$ cat src/include/icache_cfg.svh
// cache geometry macros, included by the package and by the testbench files
`ifndef ICACHE_CFG_SVH
`define ICACHE_CFG_SVH

// associativity
`define ICACHE_WAYS 2

// number of sets, one flush cycle each
`define ICACHE_SETS 16

// bytes per cache line, one refill beat
`define ICACHE_LINE_BYTES 16

// physical fetch address
`define ICACHE_ADDR_WIDTH 32

// width of one fetch word
`define ICACHE_FETCH_WIDTH 32

// reset value of the 8-bit replacement lfsr, must not be zero
`define ICACHE_LFSR_SEED 8'hA5

`endif
$ cat src/logic/icache_pkg.sv
// shared field types and controller states, imported by every cache module
package icache_pkg;

  `include "icache_cfg.svh"

  // geometry taken from the config header
  localparam int WAYS           = `ICACHE_WAYS;
  localparam int SETS           = `ICACHE_SETS;
  localparam int ADDR_W         = `ICACHE_ADDR_WIDTH;
  localparam int FETCH_W        = `ICACHE_FETCH_WIDTH;
  localparam int WAY_W          = $clog2(WAYS);
  localparam int INDEX_W        = $clog2(SETS);
  // byte offset bits inside a line and inside a word
  localparam int LINE_OFF_W     = $clog2(`ICACHE_LINE_BYTES);
  localparam int WORD_BYTE_W    = $clog2(FETCH_W / 8);
  localparam int WORDS_PER_LINE = (`ICACHE_LINE_BYTES * 8) / FETCH_W;
  localparam int OFFSET_W       = $clog2(WORDS_PER_LINE);
  // tag is what is left above index and line offset
  localparam int TAG_W          = ADDR_W - INDEX_W - LINE_OFF_W;

  localparam logic [7:0] LFSR_SEED = `ICACHE_LFSR_SEED;

  typedef logic [ADDR_W-1:0]   addr_t;
  typedef logic [TAG_W-1:0]    tag_t;
  typedef logic [INDEX_W-1:0]  index_t;
  typedef logic [OFFSET_W-1:0] offset_t;
  typedef logic [WAY_W-1:0]    way_t;
  typedef logic [WAYS-1:0]     way_vec_t;
  typedef logic [FETCH_W-1:0]  word_t;

  // word 0 sits at the lowest byte address of the line
  typedef logic [WORDS_PER_LINE-1:0][FETCH_W-1:0] line_t;

  // controller states
  typedef enum logic [1:0] {
    FLUSH,
    IDLE,
    READ,
    MISS
  } ctrl_state_e;

endpackage

$ cat src/logic/icache_lookup_if.sv
// decoded fetch request, driven by address decode and read by ctrl and both arrays
`timescale 1ns/1ps

interface icache_lookup_if import icache_pkg::*; ();

  // fetch handshake completed this cycle
  logic    accept;
  // set to read, from the fetch address on accept
  // otherwise the index of the request in flight
  index_t  rd_index;
  // registered tag of the request in flight
  tag_t    tag;
  // registered word offset inside the line
  offset_t offset;

  modport decode (
    output accept,
    output rd_index,
    output tag,
    output offset
  );

  modport lookup (
    input accept,
    input rd_index,
    input tag,
    input offset
  );

endinterface

$ cat src/logic/icache_tag_array.sv
// tag and valid store with hit compare, flush sweep and replacement way choice
`timescale 1ns/1ps

module icache_tag_array import icache_pkg::*; (
  input  logic clk_i,
  input  logic rst_ni,
  icache_lookup_if.lookup lookup,
  input  logic flush_en_i,
  input  logic fill_we_i,
  input  logic latch_repl_i,
  output logic hit_o,
  output way_t hit_way_o,
  output way_t fill_way_o,
  output logic flush_done_o
);

  // storage, valid bits cleared by the flush sweep
  way_vec_t   valid_mem [SETS];
  tag_t       tag_mem   [SETS][WAYS];
  // synchronous read registers
  way_vec_t   valid_rd_q;
  tag_t       tag_rd_q  [WAYS];
  way_vec_t   hit_vec;
  way_t       inv_way;
  way_t       rnd_way;
  way_t       repl_way_q;
  logic       all_valid;
  logic       repl_was_valid_q;
  index_t     flush_cnt_q;
  logic [7:0] lfsr_q;
  logic       lfsr_fb;

  //////////////////////////////////////////////////
  // storage and read port
  //////////////////////////////////////////////////

  always_ff @(posedge clk_i) begin
    if (flush_en_i) begin
      valid_mem[flush_cnt_q] <= '0;
    end else if (fill_we_i) begin
      valid_mem[lookup.rd_index][fill_way_o] <= 1'b1;
      tag_mem[lookup.rd_index][fill_way_o]   <= lookup.tag;
    end
    // read only when a fetch is taken
    if (lookup.accept) begin
      valid_rd_q <= valid_mem[lookup.rd_index];
      for (int w = 0; w < WAYS; w++) begin
        tag_rd_q[w] <= tag_mem[lookup.rd_index][w];
      end
    end
  end

  //////////////////////////////////////////////////
  // hit compare and first invalid way
  //////////////////////////////////////////////////

  // walk downwards so the lowest way wins
  always_comb begin
    hit_way_o = '0;
    inv_way   = '0;
    for (int w = WAYS - 1; w >= 0; w--) begin
      hit_vec[w] = valid_rd_q[w] && (tag_rd_q[w] == lookup.tag);
      if (hit_vec[w]) begin
        hit_way_o = way_t'(w);
      end
      if (!valid_rd_q[w]) begin
        inv_way = way_t'(w);
      end
    end
  end

  assign hit_o     = |hit_vec;
  assign all_valid = &valid_rd_q;

  // random way once the set is full
  assign rnd_way    = lfsr_q[WAY_W-1:0];
  // taps for x^8 + x^6 + x^5 + x^4 + 1
  assign lfsr_fb    = lfsr_q[7] ^ lfsr_q[5] ^ lfsr_q[4] ^ lfsr_q[3];
  assign fill_way_o = repl_way_q;

  // last set of the sweep
  assign flush_done_o = flush_en_i && (flush_cnt_q == index_t'(SETS - 1));

  always_ff @(posedge clk_i or negedge rst_ni) begin
    if (!rst_ni) begin
      flush_cnt_q      <= '0;
      lfsr_q           <= LFSR_SEED;
      repl_way_q       <= '0;
      repl_was_valid_q <= 1'b0;
    end else begin
      // wraps back to zero at the end of the sweep
      if (flush_en_i) begin
        flush_cnt_q <= flush_cnt_q + 1'b1;
      end
      // way chosen at the miss
      if (latch_repl_i) begin
        repl_way_q       <= all_valid ? rnd_way : inv_way;
        repl_was_valid_q <= all_valid;
      end
      // step only when a valid line gets evicted
      if (fill_we_i && repl_was_valid_q) begin
        lfsr_q <= {lfsr_q[6:0], lfsr_fb};
      end
    end
  end

endmodule

$ cat src/flat_wrapper.sv
// flat-port wrapper written by rule: the top's interface ports become plain ports
module icache_tag_array_flat import icache_pkg::*;
  (clk_i, rst_ni, flush_en_i, fill_we_i, latch_repl_i, hit_o, hit_way_o, fill_way_o, flush_done_o, lookup_accept, lookup_rd_index, lookup_tag, lookup_offset);
  icache_lookup_if lookup_i ();
  input  logic clk_i;
  input  logic rst_ni;
  input  logic flush_en_i;
  input  logic fill_we_i;
  input  logic latch_repl_i;
  output logic hit_o;
  output way_t hit_way_o;
  output way_t fill_way_o;
  output logic flush_done_o;
  input wire logic [$bits(lookup_i.accept)-1:0] lookup_accept;
  input wire logic [$bits(lookup_i.rd_index)-1:0] lookup_rd_index;
  input wire logic [$bits(lookup_i.tag)-1:0] lookup_tag;
  input wire logic [$bits(lookup_i.offset)-1:0] lookup_offset;
  assign lookup_i.accept = lookup_accept;
  assign lookup_i.rd_index = lookup_rd_index;
  assign lookup_i.tag = lookup_tag;
  assign lookup_i.offset = lookup_offset;
  icache_tag_array u_core (.clk_i(clk_i), .rst_ni(rst_ni), .lookup(lookup_i), .flush_en_i(flush_en_i), .fill_we_i(fill_we_i), .latch_repl_i(latch_repl_i), .hit_o(hit_o), .hit_way_o(hit_way_o), .fill_way_o(fill_way_o), .flush_done_o(flush_done_o));
endmodule
$ cat config.mk
export PLATFORM = sky130hd
export DESIGN_NAME = icache_tag_array_flat
export DESIGN_NICKNAME = d
export VERILOG_FILES = /design/src/logic/icache_pkg.sv /design/src/logic/icache_lookup_if.sv /design/src/logic/icache_tag_array.sv /design/src/flat_wrapper.sv
export VERILOG_INCLUDE_DIRS = /design/src /design/src/include
export SDC_FILE = /design/constraint.sdc
export NUM_CORES = 1
export LEC_CHECK = 0
export BUFFER_PORTS_ARGS = -buffer_cell sky130_fd_sc_hd__buf_4
export CAP_MARGIN = 40
export CORE_ASPECT_RATIO = 0.8
export CORE_MARGIN = 2
export CORE_UTILIZATION = 45
export CTS_CLUSTER_DIAMETER = 120
export CTS_CLUSTER_SIZE = 8
export DETAILED_ROUTE_END_ITERATION = 16
export GPL_TIMING_DRIVEN = 0
export PLACE_DENSITY = 0.7
export SYNTH_ARGS = -nofsm -noshare
export SYNTH_HDL_FRONTEND = slang
export SYNTH_SLANG_ARGS = --single-unit
$ cat constraint.sdc
create_clock -name clk_i -period 4 [get_ports clk_i]
set_input_delay 0.2 -clock clk_i [delete_from_list [all_inputs] [get_ports clk_i]]
set_output_delay 0.2 -clock clk_i [all_outputs]
set_load 0.02 [all_outputs]
==> metrics.cfg <==
[min_path]
min_path_type=input port to flop

[floorplanning]
die_area_sq_um=75550
dieHeight_microns=246.2
ios=40
start_util=0.4563
die_w_microns=306.8
coreArea_sq_um=72340
rows=88

[setup_path]
reg2reg_depth=4
path_cells=dlygate4sd3_1 -> buf_2 -> nor2b_2 -> and2_1 -> nand3_1 -> nor2_2 -> buf_8
worst-path-buf-inv=3
worstSetupEndpointType=flop
r2r-end=u_core.tag_mem[7][15]$_DFFE_PP_
critPathTopFamily=simple AND/OR/NAND/NOR gates
r2r_start=u_core.fill_way_o$_DFFE_PN0P_
critical_path_arrival_ns=3.16
endpoint=u_core.tag_mem[7][15]$_DFFE_PP_
startpoint=flush_en_i
cp_slowest_cell=nor2_2
path_depth=7
reg2reg_slack_ns=1.35
worst-setup-path-type=input port to flop
crit_fanout=13
cpPeakStageDelay_ns=0.83
required_ns=4.38
startpoint_type=input port

[clock_network]
clockBufferDepth=3
cts_sinks=864
cts_tree=done
cts_made_buffers=117
htree_levels=3
clk_pin_slew_ns=0.05
cts-resized-gates=0
root_buffer=clkbuf_16
clk_latency_ns=0.69

[outcome]
outcome=finished, final reports clean

[logic_synthesis]
async_reset_ff_frac=0.01620
syn_nets=1536
yosysWarnings=0
synth_cell_types=34
avgSynthCellArea_sq_um=22.02
synth_largest_area_cell=edfxtp_1
ys_seq_elements=864
synth.top_cells.by_area=edfxtp_1 77%, mux4_2 14%, a22oi_1 2.3%
syn_area_sq_um=33010
synth_ff_type=edfxtp_1
ys_seq_area_frac=0.7840
syn_inst=1499
synth_edf_count=850
yosysTopAreaCellShare=0.7733

[routing]
drc_errors=0
drt_iter0_markers=2345
num_vias=16260
via_per_inst=6.082
wirelength_microns=77020
postRouteAntennaNets=0
first_pass_iters=5
wire_per_inst_microns=28.81

[placed_design]
post-place-ws_ns=0.6049
gp_congestion=0.7839
dp_hpwl_microns=46720
place_inst=2502
placed_cell_area_sq_um=35200
io_buffer_count=33

[power]
power.density_nw_per_um2=516.2
p_leak_nw=12.24
power_mw=19.94
max-vdd-ir-drop_v=0.0003707

[timing]
post-route-min-period_ns=2.787
fin_skew_ns=0.04573
relSlewSlack=0.3994
worstMarginPinSlew_ns=0.9000
tns_ns=0
drv_slew=0
hold_violations=0
finalCritPeriodShare=0.6966
fin_hold_ws_ns=0.04264
fmax_ghz=0.3589
postLayoutSetupSlackWorst_ns=1.213
setup_viol=0
rsz0062_at_grt=false

[cells_and_area]
fin_area_sq_um=38640
final_util=0.5341
fin_cells=2673
syn2layout_area_growth_pct=17.05
drive_gt1_frac=0.2698
fill_cells=5297
final_nets=1745

[global_routing]
antenna_found_initial=1
grt_max_degree=51
first_global_vias=16390
grt_pass1_wl_microns=111600
overflow=0
grt_use_total=0.2077

[job]
maxCapViolations=0

==> area by class of cell <==
cell class | count | area (sq um) | share of cell area
inverters | 3 | 11.26 | 0.0002915
multi-input cells | 556 | 6902 | 0.1786
plain buffers | 76 | 421.7 | 0.01091
clock buffers | 134 | 3013 | 0.07798
repair buffers | 90 | 1139 | 0.02947
diodes | 1 | 2.502 | 0.00006477
flip-flops and latches | 864 | 25880 | 0.6698
clock inverters | 4 | 85.08 | 0.002202
well taps | 945 | 1182 | 0.03060
==> worst reg2reg max path, stage by stage (launching register included) <==
cell and delay (ns):
dfrtp_1 0.43, and2_1 0.42, nand3_1 0.43, nor2_2 0.83, buf_8 0.26
==> placed cells by master, fill, tap and decap left out, types with 7 or more instances in the layout <==
master         count
xnor2_1           31
nor2_2             7
nand2_1           75
xor2_1            23
mux4_2           200
nor2_1            36
dlygate4sd3_1     27
clkbuf_1          54
buf_4             37
buf_16            14
buf_1              7
dfrtp_1           10
nand4_1            9
nor2_4            25
buf_6             18
buf_2             13
edfxtp_1         850
clkbuf_16        118
buf_8             10
a22oi_1          100
mux2_2             9
==> kinds of logic after synthesis <==
family                     Yosys count  share of synthesized area
AOI/OAI and AO/OA                  112                    0.02532
muxes                              210                     0.1398
DFF                                864                     0.7840
buffers and inverters               79                    0.01312
adders and majority gates            1                  0.0003790
and+or+nand+nor                    179                    0.02301
xor gates and xnor gates            54                    0.01433
==> worst min path at each step <==
stage | startpoint | to | slack (ns) | cells past startpoint
after detailed placement | rst_ni | u_core.lfsr_q[6]$_DFFE_PN0P_ | 0.05 | 1
after CTS | rst_ni | u_core.lfsr_q[7]$_DFFE_PN1P_ | 0.007 | 2
final | fill_we_i | u_core.lfsr_q[0]$_DFFE_PN1P_ | 0.04 | 4
after floorplan | rst_ni | u_core.fill_way_o$_DFFE_PN0P_ | -0.1 | 0
after global placement | rst_ni | u_core.lfsr_q[6]$_DFFE_PN0P_ | 0.05 | 1
after global routing | lookup_tag[7] | u_core.tag_mem[3][7]$_DFFE_PP_ | 0.03 | 1
==> metal layers <==
layer,up-vias,GRT usage,part of all wire
met4,0,0.05407,0.020
met3,114,0.06787,0.12
met2,964,0.2976,0.44
li1,6637,-,-
met1,8541,0.3079,0.42
met5,-,0,0
==> cell usage after synthesis (all sizes together) (4+ instances only) <==
cell and n:
buf 38, dfrtp 10, mux2 9, nand4 9
xnor2 31, clkbuf 38, a22oi 100, nor2 68
o21ai 5, mux4 200, xor2 23, nand2 75
nor4 6, dfstp 4, edfxtp 850, nor2b 6
==> state kept, by name, summed over array words and instances (netlist names) <==
signal	flops
u_core.valid_mem	32
u_core.fill_way_o	1
u_core.lfsr_q	8
u_core.valid_rd_q	2
u_core.tag_rd_q	48
u_core.flush_cnt_q	4
u_core.repl_was_valid_q	1
u_core.tag_mem	768
==> where the power goes <==
part / switching (mW) / total, mW / leakage (nW) / internal, mW
sequential: 0.0835 / 10.2 / 7.87 / 10.1
combinational: 0.734 / 1.15 / 2.86 / 0.420
clock: 3.40 / 8.58 / 1.51 / 5.18
==> what timing repair did <==
| item | in CTS | in global routing |
|---|---|---|
| setup endpoints to repair | 0 | 0 |
| hold endpoints to repair | 540 | 0 |
| hold buffers | 27 | 0 |
| buffers inserted | 0 | 0 |
Power figures use the tool's default switching activity.
