<file path="src/include/icache_cfg.svh">
// cache geometry macros, included by the package and by the testbench files
`ifndef ICACHE_CFG_SVH
`define ICACHE_CFG_SVH

// associativity
`define ICACHE_WAYS 2

// number of sets, one flush cycle each
`define ICACHE_SETS 16

// bytes per cache line, one refill beat
`define ICACHE_LINE_BYTES 16

// physical fetch address
`define ICACHE_ADDR_WIDTH 32

// width of one fetch word
`define ICACHE_FETCH_WIDTH 32

// reset value of the 8-bit replacement lfsr, must not be zero
`define ICACHE_LFSR_SEED 8'hA5

`endif
</file>
<file path="src/logic/icache_pkg.sv">
// shared field types and controller states, imported by every cache module
package icache_pkg;

  `include "icache_cfg.svh"

  // geometry taken from the config header
  localparam int WAYS           = `ICACHE_WAYS;
  localparam int SETS           = `ICACHE_SETS;
  localparam int ADDR_W         = `ICACHE_ADDR_WIDTH;
  localparam int FETCH_W        = `ICACHE_FETCH_WIDTH;
  localparam int WAY_W          = $clog2(WAYS);
  localparam int INDEX_W        = $clog2(SETS);
  // byte offset bits inside a line and inside a word
  localparam int LINE_OFF_W     = $clog2(`ICACHE_LINE_BYTES);
  localparam int WORD_BYTE_W    = $clog2(FETCH_W / 8);
  localparam int WORDS_PER_LINE = (`ICACHE_LINE_BYTES * 8) / FETCH_W;
  localparam int OFFSET_W       = $clog2(WORDS_PER_LINE);
  // tag is what is left above index and line offset
  localparam int TAG_W          = ADDR_W - INDEX_W - LINE_OFF_W;

  localparam logic [7:0] LFSR_SEED = `ICACHE_LFSR_SEED;

  typedef logic [ADDR_W-1:0]   addr_t;
  typedef logic [TAG_W-1:0]    tag_t;
  typedef logic [INDEX_W-1:0]  index_t;
  typedef logic [OFFSET_W-1:0] offset_t;
  typedef logic [WAY_W-1:0]    way_t;
  typedef logic [WAYS-1:0]     way_vec_t;
  typedef logic [FETCH_W-1:0]  word_t;

  // word 0 sits at the lowest byte address of the line
  typedef logic [WORDS_PER_LINE-1:0][FETCH_W-1:0] line_t;

  // controller states
  typedef enum logic [1:0] {
    FLUSH,
    IDLE,
    READ,
    MISS
  } ctrl_state_e;

endpackage

</file>
<file path="src/logic/icache_lookup_if.sv">
// decoded fetch request, driven by address decode and read by ctrl and both arrays
`timescale 1ns/1ps

interface icache_lookup_if import icache_pkg::*; ();

  // fetch handshake completed this cycle
  logic    accept;
  // set to read, from the fetch address on accept
  // otherwise the index of the request in flight
  index_t  rd_index;
  // registered tag of the request in flight
  tag_t    tag;
  // registered word offset inside the line
  offset_t offset;

  modport decode (
    output accept,
    output rd_index,
    output tag,
    output offset
  );

  modport lookup (
    input accept,
    input rd_index,
    input tag,
    input offset
  );

endinterface

</file>
<file path="src/logic/icache_addr_decode.sv">
// takes a fetch and splits its address into tag, index and word offset for the lookup
`timescale 1ns/1ps

module icache_addr_decode import icache_pkg::*; (
  input  logic  clk_i,
  input  logic  rst_ni,
  input  logic  fetch_req_i,
  input  addr_t fetch_addr_i,
  input  logic  fetch_ready_i,
  icache_lookup_if.decode lookup
);

  logic    accept;
  index_t  index_q;
  tag_t    tag_q;
  offset_t offset_q;

  // request is taken when ctrl is ready
  assign accept = fetch_req_i & fetch_ready_i;

  assign lookup.accept = accept;
  // arrays read in the accept cycle, so the index bypasses the register
  assign lookup.rd_index = accept ? fetch_addr_i[LINE_OFF_W +: INDEX_W] : index_q;
  assign lookup.tag      = tag_q;
  assign lookup.offset   = offset_q;

  //////////////////////////////////////////////////
  // fields of the request in flight
  //////////////////////////////////////////////////

  // held until the next accept, refill address is built from these
  always_ff @(posedge clk_i or negedge rst_ni) begin
    if (!rst_ni) begin
      index_q  <= '0;
      tag_q    <= '0;
      offset_q <= '0;
    end else if (accept) begin
      index_q  <= fetch_addr_i[LINE_OFF_W +: INDEX_W];
      tag_q    <= fetch_addr_i[LINE_OFF_W + INDEX_W +: TAG_W];
      // low byte bits of a word are dropped
      offset_q <= fetch_addr_i[WORD_BYTE_W +: OFFSET_W];
    end
  end

endmodule

</file>
<file path="src/flat_wrapper.sv">
// flat-port wrapper written by rule: the top's interface ports become plain ports
module icache_addr_decode_flat import icache_pkg::*;
  (clk_i, rst_ni, fetch_req_i, fetch_addr_i, fetch_ready_i, lookup_accept, lookup_rd_index, lookup_tag, lookup_offset);
  icache_lookup_if lookup_i ();
  input  logic clk_i;
  input  logic rst_ni;
  input  logic fetch_req_i;
  input  addr_t fetch_addr_i;
  input  logic fetch_ready_i;
  output wire logic [$bits(lookup_i.accept)-1:0] lookup_accept;
  output wire logic [$bits(lookup_i.rd_index)-1:0] lookup_rd_index;
  output wire logic [$bits(lookup_i.tag)-1:0] lookup_tag;
  output wire logic [$bits(lookup_i.offset)-1:0] lookup_offset;
  assign lookup_accept = lookup_i.accept;
  assign lookup_rd_index = lookup_i.rd_index;
  assign lookup_tag = lookup_i.tag;
  assign lookup_offset = lookup_i.offset;
  icache_addr_decode u_core (.clk_i(clk_i), .rst_ni(rst_ni), .fetch_req_i(fetch_req_i), .fetch_addr_i(fetch_addr_i), .fetch_ready_i(fetch_ready_i), .lookup(lookup_i));
endmodule
</file>
<file path="config.mk">
export PLATFORM = sky130hd
export DESIGN_NAME = icache_addr_decode_flat
export DESIGN_NICKNAME = d
export VERILOG_FILES = /design/src/logic/icache_pkg.sv /design/src/logic/icache_lookup_if.sv /design/src/logic/icache_addr_decode.sv /design/src/flat_wrapper.sv
export VERILOG_INCLUDE_DIRS = /design/src /design/src/include
export SDC_FILE = /design/constraint.sdc
export NUM_CORES = 1
export LEC_CHECK = 0
export ABC_AREA = 1
export BUFFER_PORTS_ARGS = -buffer_cell sky130_fd_sc_hd__buf_2
export CAP_MARGIN = 40
export CELL_PAD_IN_SITES_DETAIL_PLACEMENT = 2
export CELL_PAD_IN_SITES_GLOBAL_PLACEMENT = 2
export CORE_AREA = 2 2 75 77
export CTS_CLUSTER_DIAMETER = 80
export DETAILED_ROUTE_END_ITERATION = 16
export DIE_AREA = 0 0 77 79
export PLACE_DENSITY_LB_ADDON = 0.12
export REMOVE_ABC_BUFFERS = 1
export SYNTH_ARGS = -nofsm -noshare
export SYNTH_HDL_FRONTEND = slang
export SYNTH_SLANG_ARGS = --single-unit
</file>
<file path="constraint.sdc">
create_clock -name clk_i -period 0.9 [get_ports clk_i]
set_clock_uncertainty 0.1 [all_clocks]
set_input_delay 0.09 -clock clk_i [delete_from_list [all_inputs] [get_ports clk_i]]
set_output_delay 0.09 -clock clk_i [all_outputs]
set_load 0.05 [all_outputs]
</file>
==> results, run 1 <==
- The flow ran to the end, but the final reports show violations.
- The checks that failed: hold timing, setup timing.
- The chip height is around 79 um.
- CTS saw 30 sinks.
- The highest fanout seen on the critical path is 2.
- The chip width is ~77 um.
- Synthesis instantiated 5 different standard cells from the library.
- The initial antenna violation count is 0.
- Wires add up to roughly 4600 um.
- Counting I/O delays and the setup requirement, the final critical path takes around 1200 ps.
- The routed via count is roughly 1300.
- The remaining global-route overflow is 0.
- The max-slew violation count is 0.
- The weighted congestion at the end of routability-driven global placement is between 0.6 and 0.7.
- The detail-routed via count per cell is roughly 4.2.
- After clock tree synthesis, the clock-pin slew on the worst setup and hold paths is 70 ps.
- The first global-routing pass estimated around 7500 um of wire.
- The final-layout setup total negative slack is -4170 ps.
- Across the run, the number of max-cap violations was 0.
- At the pin with the least slew margin, the transition time is 196 ps.
- The static power due to leakage is 0.00125 uW.
- The source-to-sink clock delay at the later pin of the worst-skew pair is ~270 ps.
- Data on the critical path arrives at its endpoint at about 970 ps.
- STA classifies the critical path startpoint as a flop.
- The setup-violating endpoint count in the final report is 33.
- The net count of the finished layout is about 280.
- For this configuration, the core starts out at a cell density of roughly 22%.
- The warning count from the yosys run is 0.
- Counting tap cells, the placed design contains a total of 269 instances.
- The number of placed I/O pins is 67.
- The summed instance area of the synthesized netlist is 0.00118 mm^2.
- The area enclosed by the die boundary is 0.00608 mm^2.
- The per-instance average area after synthesis is between 8 and 9 um^2.
- The number of DRC markers in iteration 0 is 17.
- After synthesis, flip-flops and latches occupy 63.7% of the total area.
- The HPWL after detailed placement is between 2000 and 3000 um.
- The setup path with the least slack is of type reg -> out.
- After filler insertion, the fill cell instance count of the layout stands at about 600.
- The TritonCTS clock tree is built.
- The data required time of the critical path is roughly 710 ps.
- The detailed-route wire length per cell is roughly 14 um.
- The achievable frequency is 860 MHz.
- The tightest min-delay check is of the in -> reg type.
- Setup repair after global routing could not meet its margin everywhere.
- The combined global-route utilization of all metal layers is ~16%.
- The count of buffers added on input and output ports is 64.
- The repair_antennas step left the layout with diodes totalling 0.
- The non-filler instance count after layout is roughly 320.
- The number of buffers between clock root and the deepest sink is 2.
- The count of mapped cells out of synthesis is about 130.
- The core utilization of the finished layout is around 44%.
- The H-tree was split into 2 levels.
- In this run the tightest slew margin relative to its limit is 86.9%.
- After synthesis the netlist holds a flip-flop and latch count of 30.
- The total count of hold-check failures in the final report came to 1.
- The total CTS buffers is 5.
- The worst supply voltage drop on vdd is between 800 and 900 uV.
- The via count of the first global-routing pass was ~1500.
- Hold timing on the final database bottoms out at a slack of -17.1 ps.
- The cell sitting at the root of the clock tree is a sky130_fd_sc_hd__clkbuf_8.
- The share of the clock period used by the worst path after layout is 129%.
- The post-detailed-route DRC marker count is 0.
- Compared with the post-synthesis result, the final layout area differs by 99.0%.
- The area inside the core boundary is 0.00534 mm^2.
- The worst path setup slack after routing is -263 ps.
- The layout cell share with drive strength beyond 1 is a little over two fifths.
- The power density normalized to cell area is 1900 mW/mm^2.
- The nature of the critical path endpoint is an output port.
- The largest net degree at the start of global routing is 31.
- The cts-stage hold buffer count is 27.
- In this run the remaining antenna-violating nets after routing total 0.
- The initialized floorplan defines 27 standard-cell rows.
- Before antenna repair, the detailed router went through 2 iterations.
placed cells by master (no fill, tap or decap), drive strengths merged:
master	Yosys	final
nand3	30	30
dfrtp	30	30
nand2	61	61
inv	1	1
dlygate4sd3	0	27
clkinv	0	1
buf	9	90
clkbuf	0	7
flip-flops by register name, indices dropped and copies added, names as in the netlist:
signal / flops
u_core.lookup.tag: 24
u_core.lookup.offset: 2
u_core.index_q: 4
cell usage after synthesis:
cell type,n,share of area [%]
sky130_fd_sc_hd__nand3_1,30,13
sky130_fd_sc_hd__inv_1,1,0.32
sky130_fd_sc_hd__buf_2,9,3.8
sky130_fd_sc_hd__dfrtp_1,30,64
sky130_fd_sc_hd__nand2_1,61,19
cell type report:
| class | count | area [um^2] | share of cell area (%) |
|---|---|---|---|
| repair buffers | 117 | 1010 | 43.1 |
| flip-flops and latches | 30 | 751 | 32.0 |
| multi-input cells | 91 | 399 | 17.0 |
| well taps | 72 | 90.1 | 3.84 |
| clock buffers | 7 | 86.3 | 3.68 |
| clock inverters | 1 | 5.00 | 0.213 |
| inverters | 1 | 3.75 | 0.160 |
final timing paths:
path                                        from                    end  slack [ps]  cells after the start
setup / recovery               u_core.index_q[0]     lookup_rd_index[0]        -260                      3
hold / removal                   fetch_addr_i[5]      u_core.index_q[1]         -20                      3
setup reg to reg           u_core.lookup.tag[12]  u_core.lookup.tag[12]         -50                      4
hold reg to reg            u_core.lookup.tag[18]  u_core.lookup.tag[18]         400                      2
max in group asynchronous                 rst_ni  u_core.lookup.tag[16]         320                      3
min in group asynchronous                 rst_ni   u_core.lookup.tag[9]         210                      3
per-layer routing:
| metal | vias to the layer above | track usage (%) | wire length, um |
|---|---|---|---|
| met4 | 0 | 3.75 | 11 |
| met3 | 2 | 5.34 | 275 |
| met2 | 45 | 29.3 | 2450 |
| met5 | - | 0 | 0 |
| met1 | 647 | 17.7 | 1860 |
| li1 | 642 | - | - |
worst max-delay path: stages, from the launching register on:
cell                      delay, ps
sky130_fd_sc_hd__dfrtp_1        390
sky130_fd_sc_hd__nand2_2        100
sky130_fd_sc_hd__nand2_4         60
sky130_fd_sc_hd__buf_8          150
cells by family (layout without fill, tap and decap cells):
family	Yosys count	after routing	share of synthesized area, %
buffers and inverters	10	126	4.14
AND/OR/NAND/NOR	91	91	32.2
flip-flops	30	30	63.7
metrics by stage:
| stage | worst slack (ps) | total power, uW | cell area (um^2) |
|---|---|---|---|
| after CTS | -269 | 4420 | 2270 |
| after global routing | -303 | 4680 | 2350 |
| after floorplan | -415 | 2400 | 1130 |
| after detailed placement | -181 | 2840 | 1640 |
| after global placement | -120 | 2800 | 1640 |
| final | -263 | 4450 | 2350 |
power breakdown:
part	leakage [uW]	switching (uW)	internal (uW)
registers	0.000371	121	1520
logic	0.000834	988	694
clock network	0.0000482	517	617
repair_timing:
item,4_1_cts,5_1_grt
cloned,0,0
pin swaps,5,2
gates resized for setup,68,6
setup buffers,8,7
hold endpoints to repair,58,1
setup endpoints to repair,31,32
Note: power is estimated with default switching activity, not from simulation.
==> run 2: changes to the inputs <==
PLACE_DENSITY = 0.82   (was not set)
PLACE_DENSITY_LB_ADDON = not set   (was 0.12)
==> results, run 2 (synthesized netlist as in run 1, its figures left out) <==
- Outcome: finished with violations (unchanged).
- Violated checks: hold timing, setup timing (unchanged).
- The TritonCTS clock tree is built (unchanged).
- The capture point of the worst reg-to-reg path was u_core.index_q[0] (was u_core.lookup.tag[12]).
- The via count of the first global-routing pass came to 1594 (was 1484).
- The area inside the core boundary is 0.00534 mm^2 (unchanged).
- The residual antenna-violating net count after detailed routing is 0 (unchanged).
- The number of placed I/O pins was 67 (unchanged).
- The number of cells on the worst hold path came to 3 (unchanged).
- The remaining global-route overflow is 0 (unchanged).
- The max-cap check violation count came to 0 (unchanged).
- The class of the tightest hold or removal check was in -> reg (unchanged).
- The startpoint of the most critical register-to-register path is u_core.index_q[0] (was u_core.lookup.tag[12]).
- The post-detailed-route DRC marker count is 0 (unchanged).
- The initial antenna violation count is 0 (unchanged).
- The overall power is 4610 uW (was 4450 uW).
- The sink count of the clock tree is 30 (unchanged).
- The number of buffers inserted by port buffering is 64 (unchanged).
- The post-placement cell count is 274 (was 269).
- The static power due to leakage is 0.00130 uW (was 0.00125 uW).
- The max-slew violation count was 0 (unchanged).
- The core utilization of the finished layout was 45.6% (was 44.0%).
- The minimum setup slack among reg-to-reg paths is -140 ps (was -50 ps).
- The routed via count is 1389 (was 1336).
- The source-to-sink clock delay at the later pin of the worst-skew pair was 280 ps (was 270 ps).
- The detail-routed via count per cell is 4.23 (was 4.19).
- The area enclosed by the die boundary is 0.00608 mm^2 (unchanged).
- The non-filler instance count after layout came to 328 (was 319).
- The highest fanout seen on the critical path came to 2 (unchanged).
- The weighted congestion at the end of routability-driven global placement is 0.689 (was 0.675).
- The net count of the finished layout is 291 (was 282).
- The HPWL after detailed placement is 3060 um (was 2940 um).
- The worst hold slack is -3.02 ps (was -17.1 ps).
- The wire length of the first global-routing pass is 8210 um (was 7490 um).
- The chip height is 79 um (unchanged).
- The layout cell share with drive strength beyond 1 is 44.5% (was 41.7%).
- The clock-pin slew reported for the worst setup and hold paths after clock tree synthesis was 70 ps (about the same).
- The clock period minus worst slack is 1200 ps (was 1160 ps).
- The chip width is 77 um (unchanged).
- The starting utilization of the core area is 22.1% (unchanged).
- The worst path setup slack after routing is -300 ps (was -263 ps).
- The total CTS buffers was 5 (unchanged).
- The worst supply voltage drop on vdd is 828 uV (was 823 uV).
- The nature of the critical path endpoint is an output port (unchanged).
- The total count of hold-check failures in the final report is 1 (unchanged).
- The combined area of the multi-input logic cells came to 404 um^2 (was 399 um^2).
- The number of DRC markers in iteration 0 was 50 (was 17).
- The cell type of the slowest stage on the worst timing path is sky130_fd_sc_hd__dfrtp_1 (unchanged).
- The kind of critical path is reg -> out (unchanged).
- RSZ-0062 raised after global routing: true (unchanged).
- The combined global-route utilization of all metal layers is 17.9% (was 15.9%).
- The total placed instance area is 0.00168 mm^2 (was 0.00164 mm^2).
- The power density normalized to cell area is 1890 mW/mm^2 (was 1900 mW/mm^2).
- The destination of the worst hold path is u_core.index_q[1] (unchanged).
- The number of buffers and inverters on the critical path was 1 (unchanged).
- The final wirelength was 5770 um (was 4600 um).
- The family with the most delay on the worst path was flip-flops (unchanged).
- The category of the worst setup path launch point is a flop (unchanged).
- The floorplan row count is 27 (unchanged).
- The CTS root buffer is sky130_fd_sc_hd__clkbuf_8 (unchanged).
- The number of H-tree levels is 2 (unchanged).
- The achievable frequency is 833 MHz (was 860 MHz).
- The total iterations of the first detailed-routing run is 4 (was 2).
- The number of antenna diodes is 0 (unchanged).
- The flip-flop count of the largest register, all copies and words added is 24 (unchanged).
- The most common cell after layout, fill and taps aside is sky130_fd_sc_hd__nand2_1 (unchanged).
- The setup-violating endpoint count in the final report was 33 (unchanged).
- The delay of the slowest cell on the worst path was 400 ps (was 390 ps).
- The detailed-route wire length per cell is 17.6 um (was 14.4 um).
- The area of all placed cells without fillers came to 0.00243 mm^2 (was 0.00235 mm^2).
- The startpoint of the tightest hold check path was fetch_addr_i[5] (unchanged).
- The path depth of the worst reg2reg path is 4 (unchanged).
- The number of buffers between clock root and the deepest sink is 2 (unchanged).
- The normalized max-slew margin was 88.3% (was 86.9%).
- The share of the clock period used by the worst path after layout is 133% (was 129%).
- The launching instance or port of the critical path is u_core.index_q[0] (unchanged).
- Crit-path cells: nand2_2 -> nand2_4 -> buf_8 (unchanged).
- The largest net degree at the start of global routing came to 31 (unchanged).
- The slew of the pin with the lowest slew margin is 176 ps (was 196 ps).
- The area of all sequential standard cells is 751 um^2 (unchanged).
- The data arrival time of the critical path is 1010 ps (was 970 ps).
- The data required time of the critical path is 710 ps (about the same).
- The total of fill cells in the finished design came to 592 (was 604).
- Top library cells by usage in the layout, fill and taps aside: 53 x sky130_fd_sc_hd__nand2_1, 32 x sky130_fd_sc_hd__buf_2, 31 x sky130_fd_sc_hd__buf_4, 31 x sky130_fd_sc_hd__buf_6 (was 55 x sky130_fd_sc_hd__nand2_1, 33 x sky130_fd_sc_hd__buf_2, 30 x sky130_fd_sc_hd__nand3_1, 30 x sky130_fd_sc_hd__dfrtp_1, 28 x sky130_fd_sc_hd__buf_6).
- The layout overhead on the synthesized area was 106% (was 99.0%).
[run 2: area by class of cell]
| class | count | area share [%] |
|---|---|---|
| multi-input cells | 91 | 16.6 |
| clock buffers | 7 | 3.55 |
| flip-flops and latches | 30 | 30.9 |
| clock inverters | 1 | 0.206 |
| inverters | 1 | 0.154 |
| well taps | 72 | 3.70 |
| repair buffers | 126 | 44.9 |
[run 2: repair_timing]
action,4_1_cts,5_1_grt
cloned,0,0
hold endpoints to repair,58,0
hold buffers,27,0
setup buffers,11,11
setup endpoints to repair,31,35
pin swaps,5,4
resized for setup,67,13
[run 2: per-stage QoR]
step | worst slack, ps | hold slack, ps | TNS (ps)
3_5_place_dp | -161 | -41.3 | -2060
2_1_floorplan | -415 | -306 | -4370
4_1_cts | -229 | -23.4 | -4260
6_report | -300 | -3.02 | -4650
5_1_grt | -326 | 18.2 | -5600
3_3_place_gp | -143 | -41.3 | -1540
[run 2: layer usage]
| metal | share of wire [%] | GRT usage (%) | up-vias |
|---|---|---|---|
| li1 | - | - | 660 |
| met1 | 38 | 18.7 | 685 |
| met2 | 58 | 36.4 | 40 |
| met3 | 3.1 | 3.30 | 4 |
| met4 | 0.71 | 4.29 | 0 |
| met5 | 0 | 0 | - |
[run 2: power by group]
part	internal, uW	switching (uW)	total [uW]	leakage, uW
clock network	617	545	1160	0.0000482
logic	751	1040	1790	0.000882
registers	1520	135	1650	0.000371
[run 2: worst max path at each step]
| stage | endpoint | slack [ps] | cells after the start |
|---|---|---|---|
| global placement | lookup_rd_index[3] | -140 | 6 |
| finish | lookup_rd_index[0] | -300 | 3 |
| floorplan | u_core.index_q[0] | -420 | 3 |
| CTS | lookup_rd_index[0] | -230 | 3 |
| global route | lookup_rd_index[0] | -330 | 3 |
| detailed placement | lookup_rd_index[0] | -160 | 6 |
[run 2: worst reg2reg max path, stage by stage, from the launching register on]
cell and delay (ps):
sky130_fd_sc_hd__dfrtp_1 400, sky130_fd_sc_hd__nand2_2 100, sky130_fd_sc_hd__nand2_4 70, sky130_fd_sc_hd__buf_4 140, sky130_fd_sc_hd__buf_4 120
