$ cat src/include/icache_cfg.svh
// cache geometry macros, included by the package and by the testbench files
`ifndef ICACHE_CFG_SVH
`define ICACHE_CFG_SVH

// associativity
`define ICACHE_WAYS 2

// number of sets, one flush cycle each
`define ICACHE_SETS 16

// bytes per cache line, one refill beat
`define ICACHE_LINE_BYTES 16

// physical fetch address
`define ICACHE_ADDR_WIDTH 32

// width of one fetch word
`define ICACHE_FETCH_WIDTH 32

// reset value of the 8-bit replacement lfsr, must not be zero
`define ICACHE_LFSR_SEED 8'hA5

`endif
$ cat src/logic/icache_pkg.sv
// shared field types and controller states, imported by every cache module
package icache_pkg;

  `include "icache_cfg.svh"

  // geometry taken from the config header
  localparam int WAYS           = `ICACHE_WAYS;
  localparam int SETS           = `ICACHE_SETS;
  localparam int ADDR_W         = `ICACHE_ADDR_WIDTH;
  localparam int FETCH_W        = `ICACHE_FETCH_WIDTH;
  localparam int WAY_W          = $clog2(WAYS);
  localparam int INDEX_W        = $clog2(SETS);
  // byte offset bits inside a line and inside a word
  localparam int LINE_OFF_W     = $clog2(`ICACHE_LINE_BYTES);
  localparam int WORD_BYTE_W    = $clog2(FETCH_W / 8);
  localparam int WORDS_PER_LINE = (`ICACHE_LINE_BYTES * 8) / FETCH_W;
  localparam int OFFSET_W       = $clog2(WORDS_PER_LINE);
  // tag is what is left above index and line offset
  localparam int TAG_W          = ADDR_W - INDEX_W - LINE_OFF_W;

  localparam logic [7:0] LFSR_SEED = `ICACHE_LFSR_SEED;

  typedef logic [ADDR_W-1:0]   addr_t;
  typedef logic [TAG_W-1:0]    tag_t;
  typedef logic [INDEX_W-1:0]  index_t;
  typedef logic [OFFSET_W-1:0] offset_t;
  typedef logic [WAY_W-1:0]    way_t;
  typedef logic [WAYS-1:0]     way_vec_t;
  typedef logic [FETCH_W-1:0]  word_t;

  // word 0 sits at the lowest byte address of the line
  typedef logic [WORDS_PER_LINE-1:0][FETCH_W-1:0] line_t;

  // controller states
  typedef enum logic [1:0] {
    FLUSH,
    IDLE,
    READ,
    MISS
  } ctrl_state_e;

endpackage

$ cat src/logic/icache_lookup_if.sv
// decoded fetch request, driven by address decode and read by ctrl and both arrays
`timescale 1ns/1ps

interface icache_lookup_if import icache_pkg::*; ();

  // fetch handshake completed this cycle
  logic    accept;
  // set to read, from the fetch address on accept
  // otherwise the index of the request in flight
  index_t  rd_index;
  // registered tag of the request in flight
  tag_t    tag;
  // registered word offset inside the line
  offset_t offset;

  modport decode (
    output accept,
    output rd_index,
    output tag,
    output offset
  );

  modport lookup (
    input accept,
    input rd_index,
    input tag,
    input offset
  );

endinterface

$ cat src/logic/icache_ctrl.sv
// cache controller FSM covering flush, lookup, refill request and fill return
`timescale 1ns/1ps

module icache_ctrl import icache_pkg::*; (
  input  logic  clk_i,
  input  logic  rst_ni,
  input  logic  flush_i,
  icache_lookup_if.lookup lookup,
  input  logic  hit_i,
  input  logic  flush_done_i,
  input  logic  fill_ack_i,
  input  logic  fill_vld_i,
  output logic  fetch_ready_o,
  output logic  fetch_valid_o,
  output logic  miss_o,
  output logic  fill_req_o,
  output logic  flush_en_o,
  output logic  fill_we_o,
  output logic  latch_repl_o,
  output logic  sel_fill_o,
  output addr_t fill_addr_o
);

  ctrl_state_e state_d, state_q;
  // pending flush request
  logic flush_d, flush_q;

  // line aligned refill address of the request in flight
  assign fill_addr_o = {lookup.tag, lookup.rd_index, {LINE_OFF_W{1'b0}}};

  // fetch word comes from the fill line while waiting for it
  assign sel_fill_o = (state_q == MISS);

  //////////////////////////////////////////////////
  // next state and outputs
  //////////////////////////////////////////////////

  always_comb begin
    state_d       = state_q;
    // remember flush until the next idle entry
    flush_d       = flush_q | flush_i;
    fetch_ready_o = 1'b0;
    fetch_valid_o = 1'b0;
    miss_o        = 1'b0;
    fill_req_o    = 1'b0;
    flush_en_o    = 1'b0;
    fill_we_o     = 1'b0;
    latch_repl_o  = 1'b0;

    unique case (state_q)
      // clear one set per cycle
      FLUSH: begin
        flush_en_o = 1'b1;
        if (flush_done_i) begin
          state_d = IDLE;
          flush_d = 1'b0;
        end
      end
      // wait for a fetch
      IDLE: begin
        if (flush_q) begin
          state_d = FLUSH;
        end else begin
          fetch_ready_o = 1'b1;
          if (lookup.accept) begin
            state_d = READ;
          end
        end
      end
      // tag compare on the registered read
      READ: begin
        if (hit_i) begin
          fetch_valid_o = 1'b1;
          state_d       = IDLE;
          // back to back accept unless a flush waits
          if (!flush_q) begin
            fetch_ready_o = 1'b1;
            if (lookup.accept) begin
              state_d = READ;
            end
          end
        end else begin
          // hold the refill request until acknowledged
          fill_req_o   = 1'b1;
          latch_repl_o = 1'b1;
          if (fill_ack_i) begin
            miss_o  = 1'b1;
            state_d = MISS;
          end
        end
      end
      // fill line is taken whenever it shows up
      MISS: begin
        if (fill_vld_i) begin
          fill_we_o     = 1'b1;
          fetch_valid_o = 1'b1;
          state_d       = IDLE;
        end
      end
      default: begin
        state_d = FLUSH;
      end
    endcase
  end

  // cache contents are unknown out of reset, so start with a flush
  always_ff @(posedge clk_i or negedge rst_ni) begin
    if (!rst_ni) begin
      state_q <= FLUSH;
      flush_q <= 1'b0;
    end else begin
      state_q <= state_d;
      flush_q <= flush_d;
    end
  end

endmodule

$ cat src/flat_wrapper.sv
// flat-port wrapper written by rule: the top's interface ports become plain ports
module icache_ctrl_flat import icache_pkg::*;
  (clk_i, rst_ni, flush_i, hit_i, flush_done_i, fill_ack_i, fill_vld_i, fetch_ready_o, fetch_valid_o, miss_o, fill_req_o, flush_en_o, fill_we_o, latch_repl_o, sel_fill_o, fill_addr_o, lookup_accept, lookup_rd_index, lookup_tag, lookup_offset);
  icache_lookup_if lookup_i ();
  input  logic clk_i;
  input  logic rst_ni;
  input  logic flush_i;
  input  logic hit_i;
  input  logic flush_done_i;
  input  logic fill_ack_i;
  input  logic fill_vld_i;
  output logic fetch_ready_o;
  output logic fetch_valid_o;
  output logic miss_o;
  output logic fill_req_o;
  output logic flush_en_o;
  output logic fill_we_o;
  output logic latch_repl_o;
  output logic sel_fill_o;
  output addr_t fill_addr_o;
  input wire logic [$bits(lookup_i.accept)-1:0] lookup_accept;
  input wire logic [$bits(lookup_i.rd_index)-1:0] lookup_rd_index;
  input wire logic [$bits(lookup_i.tag)-1:0] lookup_tag;
  input wire logic [$bits(lookup_i.offset)-1:0] lookup_offset;
  assign lookup_i.accept = lookup_accept;
  assign lookup_i.rd_index = lookup_rd_index;
  assign lookup_i.tag = lookup_tag;
  assign lookup_i.offset = lookup_offset;
  icache_ctrl u_core (.clk_i(clk_i), .rst_ni(rst_ni), .flush_i(flush_i), .lookup(lookup_i), .hit_i(hit_i), .flush_done_i(flush_done_i), .fill_ack_i(fill_ack_i), .fill_vld_i(fill_vld_i), .fetch_ready_o(fetch_ready_o), .fetch_valid_o(fetch_valid_o), .miss_o(miss_o), .fill_req_o(fill_req_o), .flush_en_o(flush_en_o), .fill_we_o(fill_we_o), .latch_repl_o(latch_repl_o), .sel_fill_o(sel_fill_o), .fill_addr_o(fill_addr_o));
endmodule
$ cat config.mk
export PLATFORM = sky130hd
export DESIGN_NAME = icache_ctrl_flat
export DESIGN_NICKNAME = d
export VERILOG_FILES = /design/src/logic/icache_pkg.sv /design/src/logic/icache_lookup_if.sv /design/src/logic/icache_ctrl.sv /design/src/flat_wrapper.sv
export VERILOG_INCLUDE_DIRS = /design/src /design/src/include
export SDC_FILE = /design/constraint.sdc
export NUM_CORES = 1
export LEC_CHECK = 0
export BUFFER_PORTS_ARGS = -buffer_cell sky130_fd_sc_hd__buf_2
export CAP_MARGIN = 20
export CORE_MARGIN = 2
export CORE_UTILIZATION = 25
export DETAILED_ROUTE_END_ITERATION = 8
export PLACE_DENSITY = 0.75
export RECOVER_POWER = 50
export SLEW_MARGIN = 20
export SYNTH_ARGS = -nofsm -noshare
export SYNTH_HDL_FRONTEND = slang
export SYNTH_SLANG_ARGS = --single-unit
export TNS_END_PERCENT = 100
$ cat constraint.sdc
create_clock -name clk_i -period 1.5 [get_ports clk_i]
set_input_delay 0.3 -clock clk_i [delete_from_list [all_inputs] [get_ports clk_i]]
set_output_delay 0.3 -clock clk_i [all_outputs]
set_load 0.02 [all_outputs]
==> flow_summary_export.csv, run 1 <==
group,metric,value,unit
worst_setup_path,cp.buffers_inverters,4,
placement,pre_cts_slack,-135.6,ps
job,drv_cap,0,
timing,skew,4.908,ps
global_route,antenna_found_initial,0,
clock_tree,cts_tree,"built",
die,die_area,0.002708,sq mm
routing,wl_met2,517,um
logic_synthesis,synth_flop_cell,"dfrtp_1",
logic_synthesis,netlist_top_cells_count,"buf_4 (33), ha_1 (5), inv_1 (4), a21oi_1 (3), dfrtp_1 (3)",
worst_setup_path,slowest_stage,"dfrtp_2",
routing,ant_nets,0,
die,rows,17,
die,boundaryPins,78,
routing,firstDrtPassIters,1,
pwr,seq_power_share,0.139,
worst_setup_path,start_kind,"flip-flop",
clock_tree,cts_inserted_buffers,3,
pwr,switching_power,0.0005468,W
global_route,grt_pass1_wl,1.800,mm
logic_synthesis,synth-seq-cells,3,
global_route,overflow,0,
timing,layout_min_cycle_time,1706,ps
die,start_util,0.2633,
timing,worst_slack,-205.8,ps
pwr,p_leak,0.3297,nW
clock_tree,clock-root-buffer,"clkbuf_4",
timing,slew_violations,0,
logic_synthesis,synth_top_area_cell,"buf_4",
logic_synthesis,synth_most_common_cell,"buf_4",
routing,drc,0,
timing,final.period_utilization,1.137,
logic_synthesis,synth-edff-count,0,
worst_setup_path,cpMostUsedCell,"buf_6",
run_status,status,"finished, violations left",
routing,top_layer,"met4",
timing,final-hold-violation-count,0,
global_route,grt_pass1_vias,418,
clock_tree,htreeDepth,1,
die,die_w,52.04,um
logic_synthesis,synthTopCellsByArea,"buf_4 (43%), dfrtp_1 (13%), ha_1 (11%), nor3b_2 (4.3%), nor4_4 (3.7%)",
routing,wl_per_cell,11.45,um
run_status,violations,"negative setup slack",
pwr,p_int,0.0008133,W
placement,place.gp.congestion,0.8374,
clock_tree,path_clk_slew,40,ps
logic_synthesis,synth_top_area_frac,0.4295,
clock_tree,cts_buffer_depth,2,
logic_synthesis,synth.distinct_cells,21,
clock_tree,insertion_delay,230,ps
pwr,p_sw_frac,0.4021,
worst_setup_path,worstPathRequired,1200,ps
timing,max_freq,586.2,MHz
finish,stdcell_count,96,
finish,layout-drive-gt1-share,0.7059,
pwr,clock_power_share,0.102,
placement,portBuffers,15,
worst_setup_path,end_kind,"output pin",
placement,place_area,500.5,sq um
finish,postLayoutCellArea,737.0,sq um
finish,syn_to_final_growth,27.77,%
die,dieHeight,52.04,um
routing,routed_wl,1.099,mm
pwr,power_density,1846,mW/mm^2
worst_setup_path,cp.arrival,1410,ps
clock_tree,cts_sinks,3,
logic_synthesis,syn_inst,67,
routing,wl_met3,117,um
global_route,grt_use_total,0.08938,
routing,vias,379,
logic_synthesis,syn_avg_cell_area,8.609,sq um
finish,final_util,0.3364,
routing,wl_met1,453,um
routing,drtIter0Drc,0,
pwr,peakVddDrop,1.054,mV
logic_synthesis,synth_seq_area_share,0.1302,
worst_setup_path,path_class,"flip-flop to output pin",
worst_setup_path,path_max_fanout,3,
placement,dp_hpwl,835.9,um
routing,viasPerCell,3.948,
global_route,grt_max_degree,8,
logic_synthesis,netlist_area,576.8,sq um
min_path,worstHoldPathType,"primary input to flip-flop",
finish,layout.nets,112,
worst_setup_path,critPathMaxStageDelay,410,ps
die,core_area,0.002191,sq mm
logic_synthesis,async_flop_share,1.000,
placement,dpl.cell_count,86,
worst_setup_path,crit_chain,"inv_2, buf_6, ha_4, inv_4, nor3_4, buf_6",
finish,antenna_cells,0,
logic_synthesis,yosysWarnings,0,
timing,grt_setup_unrepaired,"true",
worst_setup_path,cp_top_family,"flip-flops",
pwr,comb_power_share,0.759,
timing,setup_viol,9,
## placed cells by master (no fill, tap or decap)
| master | Yosys | routed |
|---|---|---|
| nor3_4 | 0 | 1 |
| a221o_1 | 1 | 1 |
| conb_1 | 1 | 4 |
| a21oi_1 | 3 | 2 |
| ha_4 | 0 | 4 |
| dfrtp_2 | 0 | 2 |
| dlygate4sd3_1 | 0 | 1 |
| inv_2 | 0 | 1 |
| nor4_4 | 1 | 1 |
| buf_4 | 33 | 5 |
| and2_4 | 0 | 1 |
| ha_2 | 0 | 1 |
| dfrtp_1 | 3 | 1 |
| nor2_1 | 1 | 1 |
| buf_6 | 0 | 14 |
| and2b_1 | 1 | 1 |
| mux2i_1 | 1 | 1 |
| nor3b_2 | 2 | 3 |
| nand2b_1 | 2 | 2 |
| o211ai_1 | 1 | 1 |
| o21bai_1 | 1 | 1 |
| inv_4 | 0 | 3 |
| mux2_4 | 0 | 1 |
| nor2b_4 | 0 | 1 |
| nor2b_1 | 2 | 1 |
| a21oi_2 | 0 | 1 |
| clkbuf_1 | 0 | 2 |
| clkbuf_4 | 0 | 3 |
| buf_2 | 0 | 6 |
| and4b_1 | 1 | 1 |
## area by class of cell
cell class,count,area [sq um]
Multi-Input combinational cell,30,336.6
Timing Repair Buffer,27,239.0
Tap cell,28,35.03
Sequential cell,3,77.57
Fill cell,221,1454
Inverter,4,22.52
Clock buffer,4,26.28
## per-stage QoR
step | hold slack (ps) | power, W | TNS, ps
6_report | 300.9 | 0.001360 | -831.4
5_1_grt | 307.8 | 0.001467 | -1445
4_1_cts | 294.6 | 0.001272 | -1080
3_5_place_dp | 104.0 | 0.0007598 | -323.7
3_3_place_gp | 96.46 | 0.0007404 | -139.5
2_1_floorplan | 4.409 | 0.0006450 | -132.0
## path summary, 6_finish.rpt
kind                       slack (ps)  cells past startpoint                            end                     startpoint
max                              -210                      6                  fetch_ready_o  u_core.state_q[1]$_DFFE_PN0P_
min                               300                      2       u_core.flush_q$_DFF_PN0_                   flush_done_i
max reg2reg                       -70                      5  u_core.state_q[0]$_DFFE_PN0P_  u_core.state_q[1]$_DFFE_PN0P_
max in group asynchronous         900                      2  u_core.state_q[1]$_DFFE_PN0P_                         rst_ni
min reg2reg                       670                      2       u_core.flush_q$_DFF_PN0_       u_core.flush_q$_DFF_PN0_
min in group asynchronous         420                      2  u_core.state_q[0]$_DFFE_PN0P_                         rst_ni
## power groups by stage
| stage | Sequential [W] | Combinational (W) | Clock, W |
|---|---|---|---|
| after global routing | 0.000197 | 0.00112 | 0.000153 |
| after global placement | 0.000164 | 0.000576 | 0 |
| after CTS | 0.000197 | 0.000927 | 0.000147 |
| final | 0.000190 | 0.00103 | 0.000139 |
| after floorplan | 0.000155 | 0.000490 | 0 |
| after detailed placement | 0.000169 | 0.000591 | 0 |
## what timing repair did
item / CTS / global route
pin swaps: 5 / 4
hold buffers: 1 / 0
buffers inserted: 4 / 1
gates resized for setup: 42 / 4
endpoints found under the hold margin: 3 / 0
setup endpoints to repair: 9 / 10
## cells by family after synthesis
logic type | after synthesis | synth area share
AO/OA/AOI/OAI | 6 | 0.06942
flip-flops | 3 | 0.1301
other | 1 | 0.006501
AND/OR/NAND/NOR | 13 | 0.1930
adder cells (fa/ha/maj) | 5 | 0.1085
multiplexers | 2 | 0.03688
buffers and inverters | 37 | 0.4555
## layer usage
metal / vias up / global-route usage
met2: 28 / 0.1414
met3: 4 / 0.03161
met5: - / 0
met1: 165 / 0.1096
li1: 182 / -
met4: 0 / 0.03509
## worst register-to-register path: cells and delay by family (launching register included)
kind,cells,cell delay [ps]
buf+inv,1,60
mux,1,330
simple gates,2,490
fa+ha+maj,1,170
flops,1,410
## flip-flops by register name, indices dropped and copies added, names as in the netlist
name / cells
u_core.state_q: 2
u_core.flush_q: 1
Note: power is estimated with default switching activity, not from simulation.
==> run 2: changes to the inputs <==
--- a/config.mk
+++ b/config.mk
@@ -17,4 +17,4 @@
 export SYNTH_ARGS = -nofsm -noshare
 export SYNTH_HDL_FRONTEND = slang
 export SYNTH_SLANG_ARGS = --single-unit
-export TNS_END_PERCENT = 100
+export TNS_END_PERCENT = 10
==> run 2 against run 1 <==
Net effect:
- the flow still finishes with violations (negative setup slack)
- combinational power fell by 22%
- sequential power rose by 4%
- critical path depth fell by 1
- routed wire length fell by 6.3%
- clock power rose by 4%
- sequential share of layout area rose by 0.91 points
- global-route usage fell by 0.96 points
- first-iteration DRC count rose by 2
- via count rose by 1.1%
- register-to-register slack got worse by 90 ps
- final cell count did not move
- utilization fell by 2.7 points
- critical endpoint is now fetch_valid_o
- highest routed layer unchanged
==> flow_summary_export.csv, run 2 (synthesized netlist as in run 1, its figures left out) <==
group,metric,value,unit
run_status,status,"finished, violations left",
run_status,violations,"negative setup slack",
worst_setup_path,worstPathRequired,1200,ps
finish,layout_commonest_cell,"buf_4",
pwr,power,0.001147,W
timing,grt_setup_unrepaired,"true",
timing,max_freq,582.8,MHz
routing,ant_nets,0,
routing,wl_per_cell,10.73,um
worst_setup_path,cp.arrival,1420,ps
finish,postLayoutCellArea,678.2,sq um
min_path,worstHoldPathType,"primary input to flip-flop",
finish,layout-drive-gt1-share,0.6471,
worst_setup_path,path_class,"flip-flop to output pin",
global_route,grt_use_total,0.07983,
finish,layout.nets,112,
routing,vias,383,
finish,largest-register,"u_core.state_q",
pwr,comb_power_share,0.703,
pwr,power_density,1691,mW/mm^2
placement,place.gp.congestion,0.8409,
worst_setup_path,end_kind,"output pin",
worst_setup_path,cp_top_family,"flip-flops",
pwr,clock_power_share,0.125,
clock_tree,cts_inserted_buffers,3,
pwr,p_leak,0.3170,nW
job,drv_cap,0,
routing,firstDrtPassIters,2,
worst_setup_path,cp.buffers_inverters,2,
global_route,grt_pass1_vias,382,
timing,final.period_utilization,1.144,
timing,layout_min_cycle_time,1716,ps
die,dieHeight,52.04,um
finish,final_util,0.3095,
clock_tree,path_clk_slew,40,ps
pwr,p_int,0.0006671,W
global_route,antenna_found_initial,0,
worst_setup_path,start_kind,"flip-flop",
pwr,peakVddDrop,0.7533,mV
clock_tree,clock-root-buffer,"clkbuf_4",
die,die_w,52.04,um
timing,whs,260.8,ps
die,boundaryPins,78,
global_route,grt_pass1_wl,1.607,mm
timing,slew_violations,0,
clock_tree,htreeDepth,1,
clock_tree,cts_buffer_depth,2,
placement,portBuffers,15,
timing,worst_slack,-215.9,ps
finish,antenna_cells,0,
die,start_util,0.2633,
routing,routed_wl,1.030,mm
clock_tree,insertion_delay,240,ps
clock_tree,cts_tree,"built",
die,core_area,0.002191,sq mm
timing,skew,6.599,ps
finish,reg_top3,"u_core.state_q (2), u_core.flush_q (1)",
routing,drc,0,
timing,setup_viol,9,
worst_setup_path,slowest_stage,"dfrtp_2",
timing,final-hold-violation-count,0,
global_route,overflow,0,
worst_setup_path,path_max_fanout,4,
routing,viasPerCell,3.990,
global_route,grt_max_degree,8,
worst_setup_path,crit_chain,"ha_4, buf_4, and2_1, nand2b_1, buf_6",
clock_tree,cts_sinks,3,
die,rows,17,
finish,final_cell_mix,"buf_4 (10), buf_2 (9), buf_6 (6)",
pwr,switching_power,0.0004799,W
die,die_area,0.002708,sq mm
pwr,seq_power_share,0.171,
worst_setup_path,critPathMaxStageDelay,450,ps
placement,place_area,503.0,sq um
finish,largest_reg_flops,2,
pwr,p_sw_frac,0.4184,
finish,syn_to_final_growth,17.57,%
routing,drtIter0Drc,2,
placement,dp_hpwl,841.5,um
run 2: path summary, 6_finish.rpt:
check                                              startpoint                       endpoint  slack (ps)  cells after the start
worst min register to register  u_core.state_q[0]$_DFFE_PN0P_  u_core.state_q[0]$_DFFE_PN0P_         590                      1
worst min-delay path                             flush_done_i       u_core.flush_q$_DFF_PN0_         260                      2
min in group asynchronous                              rst_ni  u_core.state_q[0]$_DFFE_PN0P_         400                      2
worst max register to register  u_core.state_q[0]$_DFFE_PN0P_  u_core.state_q[0]$_DFFE_PN0P_        -160                      6
worst max-delay path            u_core.state_q[1]$_DFFE_PN0P_                  fetch_valid_o        -220                      5
max in group asynchronous                              rst_ni  u_core.state_q[1]$_DFFE_PN0P_         930                      2
run 2: worst reg2reg max path, delay by kind of cell, from the launching register on:
kind / cells / cell delay, ps
fa+ha+maj: 1 / 160
buf+inv: 2 / 170
flops: 1 / 400
mux: 1 / 360
simple gates: 2 / 430
run 2: area by class of cell:
cell class / count / area, sq um
multi-input combinational: 30 / 320.3
timing repair buffer: 27 / 201.4
clock buffer: 4 / 26.28
fill: 238 / 1513
tap: 28 / 35.03
inverter: 4 / 17.52
sequential: 3 / 77.57
run 2: metal layers:
layer,vias to the layer above,routed length (um),GRT usage
li1,183,-,-
met1,168,400,0.08711
met2,26,461,0.1287
met3,6,141,0.04310
met4,0,25,0.03070
met5,-,0,0
run 2: timing repair:
| action | in CTS | in global routing |
|---|---|---|
| setup endpoints to repair | 8 | 10 |
| gates resized for setup | 16 | 13 |
| endpoints found under the hold margin | 3 | 0 |
| pin swaps | 4 | 4 |
| hold buffers | 1 | 0 |
| setup buffers | 3 | 1 |
run 2: power by group through the flow:
stage                     Clock (W)  Sequential, W  Combinational [W]
after detailed placement          0       0.000172           0.000586
final                      0.000144       0.000197           0.000807
after global placement            0       0.000164           0.000566
after floorplan                   0       0.000155           0.000489
after global routing       0.000157       0.000207           0.000884
after CTS                  0.000148       0.000175           0.000737
run 2: stage by stage:
stage,TNS (ps),cells,setup WS [ps]
5_1_grt,-1727,96,-283.2
3_3_place_gp,-125.0,87,-100.9
6_report,-1115,96,-215.9
3_5_place_dp,-252.1,87,-140.7
4_1_cts,-1250,95,-215.5
2_1_floorplan,-185.4,70,-86.91
==> run 3: changes to the inputs <==
--- a/config.mk
+++ b/config.mk
@@ -11,8 +11,9 @@
 export CORE_MARGIN = 2
 export CORE_UTILIZATION = 25
 export DETAILED_ROUTE_END_ITERATION = 8
-export PLACE_DENSITY = 0.75
+export PLACE_DENSITY = 0.72
 export RECOVER_POWER = 50
+export SETUP_SLACK_MARGIN = 0.05
 export SLEW_MARGIN = 20
 export SYNTH_ARGS = -nofsm -noshare
 export SYNTH_HDL_FRONTEND = slang
==> constraint.sdc (replaced) <==
create_clock -name clk_i -period 1.7 [get_ports clk_i]
set_input_delay 0.34 -clock clk_i [delete_from_list [all_inputs] [get_ports clk_i]]
set_output_delay 0.34 -clock clk_i [all_outputs]
set_load 0.02 [all_outputs]
==> run 3 against run 2 <==
Net effect:
- critical endpoint is now fetch_ready_o
- register-to-register slack improved by 180 ps
- routed wire length increased by 2.3%
- worst hold slack improved by 33 ps
- power decreased by 22%
- die area unchanged
- critical path type unchanged
- the run still ends with negative setup slack left
- highest routed layer unchanged
==> flow_summary_export.csv, run 3 (synthesized netlist as in run 1, its figures left out) <==
group,metric,value,unit
run_status,status,"finished, violations left",
run_status,violations,"negative setup slack",
global_route,use_met3,0.04598,
clock_tree,cts_tree,"built",
timing,final-hold-violation-count,0,
finish,final_cell_mix,"buf_2 (11), conb_1 (4)",
min_path,holdPathEnd,"u_core.flush_q$_DFF_PN0_",
global_route,overflow,0,
global_route,grt_use_total,0.07794,
routing,vias,353,
die,boundaryPins,78,
die,rows,17,
routing,wl_per_cell,11.98,um
pwr,p_sw_frac,0.4489,
routing,ant_nets,0,
placement,place.gp.congestion,0.7228,
routing,drtIter0Drc,1,
global_route,grt_pass1_wl,1.476,mm
timing,skew,3.541,ps
placement,dp_hpwl,804.7,um
clock_tree,cts_inserted_buffers,3,
timing,max_freq,578.9,MHz
finish,reg_top3,"u_core.state_q (2), u_core.flush_q (1)",
worst_setup_path,end_kind,"output pin",
finish,postLayoutCellArea,583.1,sq um
worst_setup_path,reg2reg_to,"u_core.state_q[0]$_DFFE_PN0P_",
pwr,switching_power,0.0004020,W
routing,firstDrtPassIters,2,
finish,stdcell_count,88,
routing,drc,0,
finish,layout_commonest_cell,"buf_2",
clock_tree,insertion_delay,240,ps
clock_tree,path_clk_slew,40,ps
finish,antenna_cells,0,
die,core_area,0.002191,sq mm
pwr,seq_power_share,0.179,
worst_setup_path,cp_top_family,"buffers and inverters",
pwr,comb_power_share,0.677,
timing,grt_setup_unrepaired,"true",
worst_setup_path,slowest_stage,"dfrtp_1",
worst_setup_path,start_kind,"flip-flop",
finish,layout.nets,104,
worst_setup_path,worstPathRequired,1360,ps
clock_tree,htreeDepth,1,
timing,slew_violations,0,
timing,layout_min_cycle_time,1727,ps
worst_setup_path,cp.buffers_inverters,3,
global_route,antenna_found_initial,0,
worst_setup_path,critPathMaxStageDelay,400,ps
pwr,peakVddDrop,0.4603,mV
finish,largest_reg_flops,2,
die,die_w,52.04,um
worst_setup_path,cp.arrival,1390,ps
global_route,grtUsageMet1,0.07465,
placement,dpl.cell_count,82,
global_route,grt_max_degree,8,
worst_setup_path,reg2regPathDepth,5,
global_route,met2_usage,0.1181,
worst_setup_path,path_max_fanout,4,
clock_tree,cts_sinks,3,
die,die_area,0.002708,sq mm
worst_setup_path,crit_chain,"buf_4, ha_4, buf_6, a21oi_4, nor3_2, buf_4",
worst_setup_path,path_depth,6,
timing,worst_slack,-27.37,ps
finish,largest-register,"u_core.state_q",
pwr,power_density,1536,mW/mm^2
job,drv_cap,0,
min_path,min_from,"flush_done_i",
timing,final.period_utilization,1.016,
clock_tree,clock-root-buffer,"clkbuf_4",
timing,setup_viol,2,
worst_setup_path,rrSetupSlack,20,ps
pwr,p_int,0.0004935,W
min_path,worstHoldPathType,"primary input to flip-flop",
routing,routed_wl,1.054,mm
placement,place_area,465.4,sq um
die,start_util,0.2633,
clock_tree,cts_buffer_depth,2,
finish,layout-drive-gt1-share,0.5500,
pwr,p_leak,0.2791,nW
worst_setup_path,cpMostUsedCell,"buf_4",
finish,syn_to_final_growth,1.085,%
routing,viasPerCell,4.011,
die,dieHeight,52.04,um
pwr,clock_power_share,0.144,
global_route,top_usage_layer,"met2",
worst_setup_path,r2r-start,"u_core.state_q[0]$_DFFE_PN0P_",
min_path,min_path_cells,2,
global_route,grt_pass1_vias,355,
placement,portBuffers,15,
worst_setup_path,path_class,"flip-flop to output pin",
==> run 3: changes by cell type in the layout (fill, tap and decap cells not counted), moves of 2 or more <==
cell,change
buf_2,+2
buf_4,-7
buf_6,-3
ha_1,+2
ha_4,-2
inv_2,-2
==> run 3: per-stage QoR <==
| stage | power [W] | setup TNS, ps | hold WS [ps] | util | setup WS (ps) |
|---|---|---|---|---|---|
| 2_1_floorplan | 0.0005677 | 0 | 44.41 | - | 106.7 |
| 3_5_place_dp | 0.0005991 | 0 | 137.7 | 0.2125 | 44.41 |
| 4_1_cts | 0.0008585 | -51.70 | 288.1 | 0.2570 | -37.49 |
| 6_report | 0.0008956 | -34.05 | 294.0 | 0.2661 | -27.37 |
| 3_3_place_gp | 0.0005829 | 0 | 135.6 | 0.2125 | 83.00 |
| 5_1_grt | 0.0009632 | -212.3 | 281.1 | 0.2661 | -92.93 |
==> run 3: per-layer routing <==
layer,up-vias,share of wire
met5,-,0
met4,0,0.018
met3,4,0.16
li1,165,-
met2,29,0.48
met1,155,0.35
==> run 3: cell type report <==
| class | instances | area, sq um |
|---|---|---|
| Fill cell | 243 | 1608 |
| Sequential cell | 3 | 76.32 |
| Inverter | 4 | 20.02 |
| Timing Repair Buffer | 19 | 125.1 |
| Multi-Input combinational cell | 30 | 300.3 |
| Clock buffer | 4 | 26.28 |
| Tap cell | 28 | 35.03 |
==> run 3: what timing repair did <==
| item | in CTS | in global routing |
|---|---|---|
| hold buffers | 1 | 0 |
| pin swaps | 5 | 2 |
| setup endpoints to repair | 4 | 4 |
| resized for setup | 16 | 5 |
| endpoints found under the hold margin | 3 | 0 |
| buffers inserted | 1 | 0 |
==> run 3: power by group through the flow <==
stage / clock (W) / combinational [W] / sequential, W
final: 0.000129 / 0.000606 / 0.000161
after CTS: 0.000134 / 0.000569 / 0.000155
after global routing: 0.000144 / 0.000651 / 0.000168
after floorplan: 0 / 0.000431 / 0.000136
after global placement: 0 / 0.000438 / 0.000144
after detailed placement: 0 / 0.000451 / 0.000148
==> run 3: how the worst max path moves through the flow <==
| stage | start | end | slack, ps |
|---|---|---|---|
| final | u_core.state_q[0]$_DFFE_PN0P_ | fetch_ready_o | -30 |
| after global routing | u_core.state_q[0]$_DFFE_PN0P_ | fetch_ready_o | -90 |
| after CTS | u_core.state_q[1]$_DFFE_PN0P_ | fetch_ready_o | -40 |
| after detailed placement | u_core.state_q[0]$_DFFE_PN0P_ | u_core.state_q[0]$_DFFE_PN0P_ | 40 |
| after global placement | u_core.state_q[0]$_DFFE_PN0P_ | u_core.state_q[0]$_DFFE_PN0P_ | 80 |
| after floorplan | u_core.state_q[0]$_DFFE_PN0P_ | miss_o | 110 |
==> run 3: worst reg2reg max path, stage by stage, from the launching register on <==
cell and delay [ps]:
dfrtp_1 400, buf_4 160, ha_4 150, nor3b_2 160, nor4_4 360, mux2_4 330
